--- src/design/alu_config.svh ---
`ifndef ALU_CONFIG_SVH
`define ALU_CONFIG_SVH

// Width of a data word on the operand and result buses.
`define ALU_XLEN 64

// Zero, carry, sign, overflow and illegal.
`define ALU_FLAG_W 5

// Number of execution lanes in the cluster.
`define ALU_LANES 2

// Only this lane is built with a shifter.
`define ALU_SHIFT_LANE 1

`endif

--- src/design/alu_pkg.sv ---
`include "alu_config.svh"

package alu_pkg;

  // Integer operations. Any code above SAR is never issued.
  typedef enum logic [3:0] {
    ADD = 4'd0,
    SUB = 4'd1,
    CMP = 4'd2, // Subtracts for the flags and writes no result.
    AND = 4'd3,
    OR  = 4'd4,
    XOR = 4'd5,
    SHL = 4'd6,
    SHR = 4'd7,
    SAR = 4'd8
  } alu_op_e;

  // Where an operand comes from at issue.
  typedef enum logic [2:0] {
    SRC_REG     = 3'd0, // Register file value given with the issue.
    SRC_L0_NOW  = 3'd1,
    SRC_L1_NOW  = 3'd2,
    SRC_L0_PREV = 3'd3, // Lane 0 bus as it was one cycle earlier.
    SRC_L1_PREV = 3'd4
  } src_sel_e;

  typedef logic [`ALU_XLEN-1:0] xdata_t;

  // One result bus per lane, lane 0 in the low word.
  typedef xdata_t [`ALU_LANES-1:0] bus_array_t;

  typedef struct packed {
    logic zero;
    logic carry;     // Carry out for add, borrow for sub and cmp.
    logic sign;
    logic overflow;
    logic illegal;   // Operation not supported on this lane.
  } alu_flags_t;

endpackage

--- src/design/lane_if.sv ---
`timescale 1ns/100ps

// Registered issue of one lane, operands already resolved.
interface lane_if;
  import alu_pkg::*;

  logic    valid;
  alu_op_e op;
  logic    is32;  // Operate on the low 32 bits only.
  xdata_t  a;
  xdata_t  b;

  modport src (
    output valid, op, is32, a, b
  );

  modport dst (
    input valid, op, is32, a, b
  );

endinterface

--- src/design/result_if.sv ---
`timescale 1ns/100ps

// Result of one lane before it is committed to its bus.
interface result_if;
  import alu_pkg::*;

  logic       valid;
  logic       wr;     // Low when the result must not reach the bus.
  xdata_t     result;
  alu_flags_t flags;

  modport src (
    output valid, wr, result, flags
  );

  modport dst (
    input valid, wr, result, flags
  );

endinterface

--- src/design/operand_forward.sv ---
`timescale 1ns/100ps

module operand_forward (
  input  logic                 clk,
  input  logic                 rst,
  input  logic                 issue_valid,
  input  alu_pkg::alu_op_e     op,
  input  logic                 is32,
  input  alu_pkg::xdata_t      a_reg,
  input  alu_pkg::xdata_t      b_reg,
  input  alu_pkg::src_sel_e    a_src,
  input  alu_pkg::src_sel_e    b_src,
  input  alu_pkg::bus_array_t  bus,
  input  alu_pkg::bus_array_t  bus_prev,
  lane_if.src                  issue
);
  import alu_pkg::*;

  xdata_t a_sel;
  xdata_t b_sel;

  // Picks the register value or one of the four bus taps.
  function automatic xdata_t pick(src_sel_e sel, xdata_t reg_val,
                                  bus_array_t now, bus_array_t prev);
    case (sel)
      SRC_L0_NOW:  pick = now[0];
      SRC_L1_NOW:  pick = now[1];
      SRC_L0_PREV: pick = prev[0];
      SRC_L1_PREV: pick = prev[1];
      default:     pick = reg_val;
    endcase
  endfunction

  assign a_sel = pick(a_src, a_reg, bus, bus_prev);
  assign b_sel = pick(b_src, b_reg, bus, bus_prev);

  always_ff @(posedge clk) begin
    if (rst) begin
      issue.valid <= 1'b0;
    end else begin
      issue.valid <= issue_valid;
    end
  end

  // The payload only moves when something is issued.
  always_ff @(posedge clk) begin
    if (issue_valid) begin
      issue.op   <= op;
      issue.is32 <= is32;
      issue.a    <= a_sel;
      issue.b    <= b_sel;
    end
  end

  a_src_legal: assert property (@(posedge clk) disable iff (rst)
    issue_valid |-> (a_src <= SRC_L1_PREV && b_src <= SRC_L1_PREV))
    else $error("operand_forward: undefined source code %0d/%0d", a_src, b_src);

endmodule

--- src/design/alu_shifter.sv ---
`timescale 1ns/100ps

module alu_shifter (
  input  alu_pkg::alu_op_e op,
  input  logic             is32,
  input  alu_pkg::xdata_t  a,
  input  alu_pkg::xdata_t  b,
  output alu_pkg::xdata_t  shifted
);
  import alu_pkg::*;

  logic        [4:0]  cnt32;
  logic        [5:0]  cnt64;
  logic signed [31:0] a32_s;
  logic signed [63:0] a64_s;
  logic        [31:0] lo;

  assign cnt32 = b[4:0];
  assign cnt64 = b[5:0];
  assign a32_s = a[31:0];
  assign a64_s = a;

  always_comb begin
    lo      = '0;
    shifted = '0;
    if (is32) begin
      case (op)
        SHL:     lo = a[31:0] << cnt32;
        SHR:     lo = a[31:0] >> cnt32;
        SAR:     lo = a32_s >>> cnt32; // Fills from bit 31.
        default: lo = '0;
      endcase
      shifted = {32'b0, lo}; // Upper half is zero at 32-bit width.
    end else begin
      case (op)
        SHL:     shifted = a << cnt64;
        SHR:     shifted = a >> cnt64;
        SAR:     shifted = a64_s >>> cnt64;
        default: shifted = '0;
      endcase
    end
  end

endmodule

--- src/design/alu_lane.sv ---
`timescale 1ns/100ps
`include "alu_config.svh"

module alu_lane #(
  parameter bit has_shifter = 1'b0
) (
  input  logic  clk,
  input  logic  rst,
  lane_if.dst   issue,
  result_if.src res
);
  import alu_pkg::*;

  logic               is_sub;
  xdata_t             b_in;
  logic [`ALU_XLEN:0] sum64;
  logic [32:0]        sum32;
  logic               carry_out;
  logic               a_msb;
  logic               b_msb;
  logic               r_msb;
  xdata_t             shifted;
  xdata_t             raw;
  xdata_t             res_w;
  logic               arith;
  logic               wr;
  logic               illegal;

  // Subtraction is a + ~b + 1, so one adder serves add, sub and cmp.
  assign is_sub = issue.op inside {SUB, CMP};
  assign b_in   = is_sub ? ~issue.b : issue.b;
  assign sum64  = {1'b0, issue.a} + {1'b0, b_in} + {{`ALU_XLEN{1'b0}}, is_sub};
  assign sum32  = {1'b0, issue.a[31:0]} + {1'b0, b_in[31:0]} + {32'b0, is_sub};

  assign carry_out = issue.is32 ? sum32[32] : sum64[`ALU_XLEN];
  assign a_msb     = issue.is32 ? issue.a[31] : issue.a[`ALU_XLEN-1];
  assign b_msb     = issue.is32 ? b_in[31] : b_in[`ALU_XLEN-1];

  if (has_shifter) begin : g_shift
    alu_shifter shifter_i (
      .op      (issue.op),
      .is32    (issue.is32),
      .a       (issue.a),
      .b       (issue.b),
      .shifted (shifted)
    );
  end else begin : g_no_shift
    assign shifted = '0; // A shift here returns zero and is flagged illegal.
  end

  always_comb begin
    raw     = sum64[`ALU_XLEN-1:0];
    arith   = 1'b0;
    wr      = 1'b1;
    illegal = 1'b0;
    case (issue.op)
      ADD, SUB: arith = 1'b1;
      CMP: begin
        arith = 1'b1;
        wr    = 1'b0; // Flags only.
      end
      AND:           raw = issue.a & issue.b;
      OR:            raw = issue.a | issue.b;
      XOR:           raw = issue.a ^ issue.b;
      SHL, SHR, SAR: begin
        raw     = shifted;
        illegal = !has_shifter;
      end
      default: begin
        raw     = '0;
        illegal = 1'b1;
      end
    endcase
  end

  assign res_w = issue.is32 ? {32'b0, raw[31:0]} : raw;
  assign r_msb = issue.is32 ? raw[31] : raw[`ALU_XLEN-1];

  assign res.valid  = issue.valid;
  assign res.wr     = wr;
  assign res.result = res_w;

  assign res.flags.zero     = (res_w == '0);
  assign res.flags.carry    = arith && (carry_out ^ is_sub); // Borrow is the inverted carry.
  assign res.flags.sign     = r_msb;
  assign res.flags.overflow = arith && (a_msb == b_msb) && (r_msb != a_msb);
  assign res.flags.illegal  = illegal;

  op_legal: assert property (@(posedge clk) disable iff (rst)
    issue.valid |-> issue.op inside {ADD, SUB, CMP, AND, OR, XOR, SHL, SHR, SAR})
    else $error("alu_lane: undefined opcode %0d issued", issue.op);

  operands_known: assert property (@(posedge clk) disable iff (rst)
    issue.valid |-> !$isunknown({issue.a, issue.b, issue.is32}))
    else $error("alu_lane: unknown operand bits on a valid issue");

endmodule

--- src/design/result_stage.sv ---
`timescale 1ns/100ps
`include "alu_config.svh"

module result_stage (
  input  logic                                  clk,
  input  logic                                  rst,
  input  logic                                  except,
  result_if.dst                                 res0,
  result_if.dst                                 res1,
  output alu_pkg::bus_array_t                   bus,
  output alu_pkg::bus_array_t                   bus_prev,
  output alu_pkg::alu_flags_t [`ALU_LANES-1:0]  flags,
  output logic [`ALU_LANES-1:0]                 result_valid
);
  import alu_pkg::*;

  logic       [`ALU_LANES-1:0]                  in_valid;
  logic       [`ALU_LANES-1:0]                  in_wr;
  logic       [`ALU_LANES-1:0]                  take;
  bus_array_t                                   in_result;
  logic       [`ALU_LANES-1:0][`ALU_FLAG_W-1:0] in_flags;
  logic       [`ALU_LANES-1:0][`ALU_FLAG_W-1:0] flag_q;

  assign in_valid  = {res1.valid, res0.valid};
  assign in_wr     = {res1.wr, res0.wr};
  assign in_result = {res1.result, res0.result};
  assign in_flags  = {res1.flags, res0.flags};

  // An exception cancels everything that would commit at this edge.
  assign take = in_valid & {`ALU_LANES{~except}};

  always_ff @(posedge clk) begin
    if (rst) begin
      result_valid <= '0;
      flag_q       <= '0;
      bus          <= '0;
      bus_prev     <= '0;
    end else begin
      result_valid <= take;
      bus_prev     <= bus;
      for (int i = 0; i < `ALU_LANES; i++) begin
        if (take[i]) begin
          flag_q[i] <= in_flags[i];
          if (in_wr[i])
            bus[i] <= in_result[i]; // The bus holds otherwise.
        end
      end
    end
  end

  assign flags = flag_q;

  quiet_after_reset: assert property (@(posedge clk)
    $past(rst) |=> result_valid == '0)
    else $error("result_stage: valid pulse right after reset");

endmodule

--- src/design/alu_cluster_top.sv ---
`timescale 1ns/100ps
`include "alu_config.svh"

module alu_cluster_top (
  input  logic                                  clk,
  input  logic                                  rst,
  input  logic                                  except,
  input  logic [`ALU_LANES-1:0]                 issue_valid,
  input  alu_pkg::alu_op_e [`ALU_LANES-1:0]     op,
  input  logic [`ALU_LANES-1:0]                 is32,
  input  alu_pkg::bus_array_t                   a_reg,
  input  alu_pkg::bus_array_t                   b_reg,
  input  alu_pkg::src_sel_e [`ALU_LANES-1:0]    a_src,
  input  alu_pkg::src_sel_e [`ALU_LANES-1:0]    b_src,
  output alu_pkg::bus_array_t                   result,
  output alu_pkg::alu_flags_t [`ALU_LANES-1:0]  flags,
  output logic [`ALU_LANES-1:0]                 result_valid
);
  import alu_pkg::*;

  bus_array_t bus_prev; // The result outputs double as the current buses.

  lane_if   lane0_if ();
  lane_if   lane1_if ();
  result_if res0_if ();
  result_if res1_if ();

  operand_forward fwd0_i (
    .clk (clk), .rst (rst),
    .issue_valid (issue_valid[0]), .op (op[0]), .is32 (is32[0]),
    .a_reg (a_reg[0]), .b_reg (b_reg[0]), .a_src (a_src[0]), .b_src (b_src[0]),
    .bus (result), .bus_prev (bus_prev),
    .issue (lane0_if.src)
  );

  operand_forward fwd1_i (
    .clk (clk), .rst (rst),
    .issue_valid (issue_valid[1]), .op (op[1]), .is32 (is32[1]),
    .a_reg (a_reg[1]), .b_reg (b_reg[1]), .a_src (a_src[1]), .b_src (b_src[1]),
    .bus (result), .bus_prev (bus_prev),
    .issue (lane1_if.src)
  );

  alu_lane #(.has_shifter (`ALU_SHIFT_LANE == 0)) lane0_i (
    .clk (clk), .rst (rst), .issue (lane0_if.dst), .res (res0_if.src)
  );

  alu_lane #(.has_shifter (`ALU_SHIFT_LANE == 1)) lane1_i (
    .clk (clk), .rst (rst), .issue (lane1_if.dst), .res (res1_if.src)
  );

  result_stage result_i (
    .clk          (clk),
    .rst          (rst),
    .except       (except),
    .res0         (res0_if.dst),
    .res1         (res1_if.dst),
    .bus          (result),
    .bus_prev     (bus_prev),
    .flags        (flags),
    .result_valid (result_valid)
  );

endmodule

--- config.mk ---
export PLATFORM = sky130hd
export DESIGN_NAME = alu_cluster_top
export DESIGN_NICKNAME = d
export VERILOG_FILES = /design/src/design/alu_pkg.sv /design/src/design/lane_if.sv /design/src/design/result_if.sv /design/src/design/operand_forward.sv /design/src/design/alu_shifter.sv /design/src/design/alu_lane.sv /design/src/design/result_stage.sv /design/src/design/alu_cluster_top.sv
export VERILOG_INCLUDE_DIRS = /design/src /design/src/design
export SDC_FILE = /design/constraint.sdc
export NUM_CORES = 2
export LEC_CHECK = 0
export BUFFER_PORTS_ARGS = -buffer_cell sky130_fd_sc_hd__buf_2
export CAP_MARGIN = 40
export CORE_ASPECT_RATIO = 1.25
export CORE_MARGIN = 2
export CORE_UTILIZATION = 25
export DETAILED_ROUTE_END_ITERATION = 10
export PLACE_DENSITY = 0.47
export SLEW_MARGIN = 20
export SYNTH_ARGS = -nofsm -noshare
export SYNTH_HDL_FRONTEND = slang
export SYNTH_HIERARCHICAL = 1
export SYNTH_SLANG_ARGS = --single-unit
--- constraint.sdc ---
create_clock -name clk -period 5.36 [get_ports clk]
set_input_delay 1.072 -clock clk [delete_from_list [all_inputs] [get_ports clk]]
set_output_delay 1.072 -clock clk [all_outputs]
set_load 0.02 [all_outputs]
**Word level (Yosys, flattened, before mapping)**

Cells that the tools add are included.

- $lt $le $gt $ge: 0
- Add/subtract/negate cells: 8
- $mul: 0
- Mux-type cells: 25
- Div/mod/pow operators: 0
- Bitwise operators: 14
- Reductions and logical operators: 19
- Equality and inequality tests: 33
- Shifts and indexed selects: 6

Operators by type and width:

| operator | count |
|---|---|
| $pmux W64 S4 | 5 |
| $mux W64 | 5 |
| $pmux W64 S5 | 1 |
| $pmux W64 S3 | 1 |
| $add A64 B64 Y65 | 2 |
| $add A65 B1 Y65 | 2 |
| $and A64 B64 Y64 | 2 |
| $logic_not A64 Y1 | 2 |
| $not A64 Y64 | 2 |
| $or A64 B64 Y64 | 2 |
| $xor A64 B64 Y64 | 2 |
| $pmux W32 S3 | 1 |
| $add A32 B32 Y33 | 2 |
| $add A33 B1 Y33 | 2 |
| $shl A64 B6 Y64 | 1 |
| $shr A64 B6 Y64 | 1 |
| $sshr A64 B6 Y64 | 1 |
| $shl A32 B5 Y32 | 1 |
| $shr A32 B5 Y32 | 1 |
| $sshr A32 B5 Y32 | 1 |
| $eq A3 B2 Y1 const B | 8 |
| $eq A4 B3 Y1 const B | 6 |
| $eq A4 B2 Y1 const B | 4 |
| $eq A3 B1 Y1 const B | 4 |
| other kinds (16) | 46 |

- Flip-flop bits (word level): 536
- Memories: 0
- Latch bits: 0
- Bits of input ports: 283
- Word-level logic and storage cells: 122
- Bits in read-only memories: 0
- Bits in writable memories: 0
- Output and inout port bits: 140

**Longest topological paths before layout**

- Word-level depth: 9
- Depth in mapped cells: 24
- Gate-level depth less buffers: 20

**Cells and area by module**

The synthesis kept the hierarchy.

Modules (own cells, without submodules):

| module | times used | area an instance (µm²) | sequential area each (µm²) | cells each |
|---|---|---|---|---|
| operand_forward | 2 | 10807.9 | 4013.8 | 1111 |
| alu_shifter | 1 | 9957.0 | 0.0 | 1244 |
| alu_lane at lane1_i | 1 | 9405.3 | 0.0 | 1376 |
| alu_lane at lane0_i | 1 | 8951.1 | 0.0 | 1318 |
| result_stage | 1 | 8539.4 | 5365.1 | 868 |

**Worst setup path before layout**

OpenSTA, ideal clock, no wires.

- Kind: register -> register
- Start point: register fwd0_i.issue.op[1]
- End point: register result_i.flag_q, in the netlist result_i/flags[4]
- Buffers on the path: 3
- Arrival: 5.226 ns
- Stages on the path, launching flop included: 23
- Setup slack: 0.069 ns
- Library setup time: 0.065 ns
- Required time: 5.295 ns
- Cells stage by stage: edfxtp_1 -> buf_6 -> xor2_2 -> nand2_1 -> clkbuf_1 -> xnor2_1 -> ha_1 -> buf_2 -> nand4_1 -> or3_4 -> and3_1 -> mux2i_1 -> o211ai_1 -> or4_1 -> or4b_1 -> or4_1 -> nor4_1 -> nand4_1 -> a2111oi_2 -> nand4_1 -> nor3_2 -> mux2i_1 -> nor2_1

RTL lines:

| element | line | text |
|---|---|---|
| start, declared | lane_if.sv:14 | `output valid, op, is32, a, b` |
| end signal, assigned by index | result_stage.sv:43 | `flag_q[i] <= in_flags[i];` |
| end, declared | result_stage.sv:22 | `` logic [`ALU_LANES-1:0][`ALU_FLAG_W-1:0] flag_q; `` |

==> impl_metrics.yaml <==
placed_design:
  routabilityCongestion: 1.01
  io_buffers: 422
  place_ws_ps: -1130
  numPlacedInstances: 11100
  hpwl_um: 282000
finish:
  synthToLayoutAreaGrowth_pct: 28.1
  multi_input_area_mm2: 0.0414
  fin_cells: 11300
  n_fill_cell: 24500
  fin_nets: 8834
  regArea_mm2: 0.0134
  drive_gt1_frac: 0.270
  reg_top3: "result_i/bus x128, result_i/bus_prev x128"
synth:
  postSynthCellCount: 7028
  synth_top_cell_by_area: "edfxtp_1"
  syn-cell-area_mm2: 0.0585
  synth_edf_count: 266
  synth.distinct_cells: 119
  yosys-top-cells-area: "edfxtp_1 (14%), dfxtp_1 (9.2%), ha_1 (8.5%)"
  syn_avg_cell_area_um2: 8.32
  synth_warnings: 6
  yosys_register_bits: 536
  synth_ff_type: "dfxtp_1"
  synth_top_area_frac: 0.137
  syn-num-nets: 7711
  synth-seq-area-share: 0.229
  async_reset_ff_frac: 0
critical_path:
  rr_startpoint: "fwd1_i/issue.b[0]$_DFFE_PP_"
  cp_slowest_stage_delay_ps: 590
  cp_cell_sequence: "buf_12, buf_16, buf_4, mux2_1, nand2b_1, and2_1, mux2_2, a22oi_2, buf_4, o21ai_4, buf_4, a222oi_1, o21ai_1, or4_4, nor4_4, buf_4, nand4_1, nor4_2, buf_4, nand3_4, nor3_2, and4bb_1, mux2i_1, nor2_1"
  r2r_end: "result_i/flags[9]$_SDFFE_PP0P_"
  cp.arrival_ps: 6420
  cp.required_ps: 5950
  cp_max_fo: 6
  ff2ff_setup_slack_ps: -480
  endpoint_kind: "register"
  crit_top_cell: "buf_4"
  crit_type: "reg2reg"
  critPathLaunchType: "register"
  crit_path_top_delay_cell: "or4_4"
  critPathLaunch: "fwd1_i/issue.b[0]$_DFFE_PP_"
  cp-endpoint: "result_i/flags[9]$_SDFFE_PP0P_"
  worstRegToRegCells: 24
hold_path:
  hp-class: "reg2reg"
route:
  routedWlPerCell_um: 31.2
  wl_um: 353000
  num_vias: 63700
  vias_per_cell: 5.63
  drt-initial-drc-count: 6515
  antenna_left: 0
  drc: 0
  firstDrtPassIters: 6
die:
  fp.dieArea_mm2: 0.238
  start_util: 0.251
  rows: 198
  ios: 423
  die_h_um: 545
  die_x_um: 437
  core_region_area_mm2: 0.233
pwr:
  worst_ir_drop_vdd_mv: 0.297
  p_leak_nw: 29.9
  power_density_mw_per_mm2: 269
clock_tree:
  clkTransAtPathRegs_ps: 60
  tritoncts: "done"
  clock-sinks: 536
  cts_root_buf: "clkbuf_16"
  clk_latency_ps: 690
  cts_buffers: 71
  ctsHoldBuffers: 0
  htreeDepth: 3
  cts_max_path_buffers: 3
sta:
  setup_ws_ps: -477
  setup_viol: 3
  relSlewSlack: 0.342
  hold_viol: 0
  slew_viol_final: 0
  finClkSkew_ps: 41.0
  rsz0062_at_grt: "true"
  fin_crit_sh: 1.09
  finalCriticalPeriod_ps: 5840
  worstMarginPinSlew_ps: 972
  clock.fmax_mhz: 171
global_routing:
  grt_pass1_wl_um: 488000
  grt_pass1_vias: 61800
  grt_util_all_layers: 0.283
  grt_max_degree: 153
  antenna_found_initial: 32
  grt_overflow_total: 0
run:
  maxCapViolations: 0
status:
  status: "finished with violations"
  violations: "negative setup slack"
[logic make-up after synthesis]
kind of cell | count (synthesis) | share of synthesized area
xor+xnor | 216 | 0.0326
simple gates | 2451 | 0.234
buf+inv | 941 | 0.0754
flops | 536 | 0.229
mux | 324 | 0.0824
compound gates | 2160 | 0.260
fa+ha+maj | 400 | 0.0859
[per-layer routing]
layer	track usage	routed length, um	up-vias
li1	-	-	28600
met1	0.352	145000	31800
met2	0.465	162000	2696
met3	0.0402	21000	635
met4	0.168	24800	26
met5	0	184	-
[power breakdown]
group | internal, W | leakage, nW | switching (W)
sequential | 0.00458 | 4.80 | 0.000375
combinational | 0.00423 | 24.0 | 0.00569
clock | 0.00305 | 1.18 | 0.00218
[synth_stat cells, types with 199 or more instances]
cell,count
a21oi_1,633
buf_2,252
clkbuf_1,271
dfxtp_1,270
edfxtp_1,266
ha_1,398
inv_1,308
nand2_1,713
nand2b_1,199
nand3b_1,523
nor2_1,358
o21ai_0,242
o22a_1,271
[worst max-delay path, delay by kind of cell (launching register included)]
| kind | cells | cell delay (ps) |
|---|---|---|
| AOI/OAI and AO/OA | 4 | 940 |
| DFF | 1 | 410 |
| muxes | 3 | 850 |
| buffers and inverters | 7 | 1210 |
| and+or+nand+nor | 10 | 2330 |
[cells in the final DEF (no fill, tap or decap), types with 266 or more instances in the layout]
cell,count
inv_1,307
buf_4,1180
edfxtp_1,266
nand2_1,706
nor2_1,352
a21oi_1,610
ha_1,397
buf_2,410
o22a_1,270
nand3b_1,523
dfxtp_1,270
[per-stage QoR]
step	total power [W]	hold slack, ps	util	cell area, um2	setup TNS (ps)
after global routing	0.0209	532	0.322	74900	-1440
after detailed placement	0.0144	485	0.305	71000	-2000
final	0.0201	494	0.322	74900	-1190
after floorplan	0.00966	565	-	58500	0
after global placement	0.0145	479	0.305	71000	-2010
after CTS	0.0200	500	0.319	74300	-1490
[area by class of cell]
| type | count | share of cell area |
|---|---|---|
| clock buffers | 103 | 0.0273 |
| diodes | 6 | 0.000201 |
| repair buffers | 1680 | 0.168 |
| inverters | 311 | 0.0156 |
| well taps | 3100 | 0.0518 |
| multi-input cells | 5551 | 0.553 |
| flip-flops and latches | 536 | 0.179 |
| clock inverters | 28 | 0.00528 |
[worst min-delay path by stage]
stage                                                 to  slack, ps  depth (start not counted)                            from
after floorplan           result_i/bus[127]$_SDFFE_PP0P_        570                          2  result_i/bus[127]$_SDFFE_PP0P_
after global placement    result_i/flags[3]$_SDFFE_PP0P_        480                          2  result_i/flags[3]$_SDFFE_PP0P_
after detailed placement  result_i/flags[1]$_SDFFE_PP0P_        480                          2  result_i/flags[1]$_SDFFE_PP0P_
after CTS                 result_i/flags[7]$_SDFFE_PP0P_        500                          2  result_i/flags[7]$_SDFFE_PP0P_
after global routing      result_i/flags[0]$_SDFFE_PP0P_        530                          2  result_i/flags[0]$_SDFFE_PP0P_
final                     result_i/flags[0]$_SDFFE_PP0P_        490                          2  result_i/flags[0]$_SDFFE_PP0P_
[what timing repair did]
item,CTS,global route
gates cloned,3,3
buffers inserted,48,24
endpoints found under the hold margin,0,0
resized for setup,93,96
pin swaps,38,39
endpoints found under the setup margin,5,8
(Power assumes the default switching activity.)
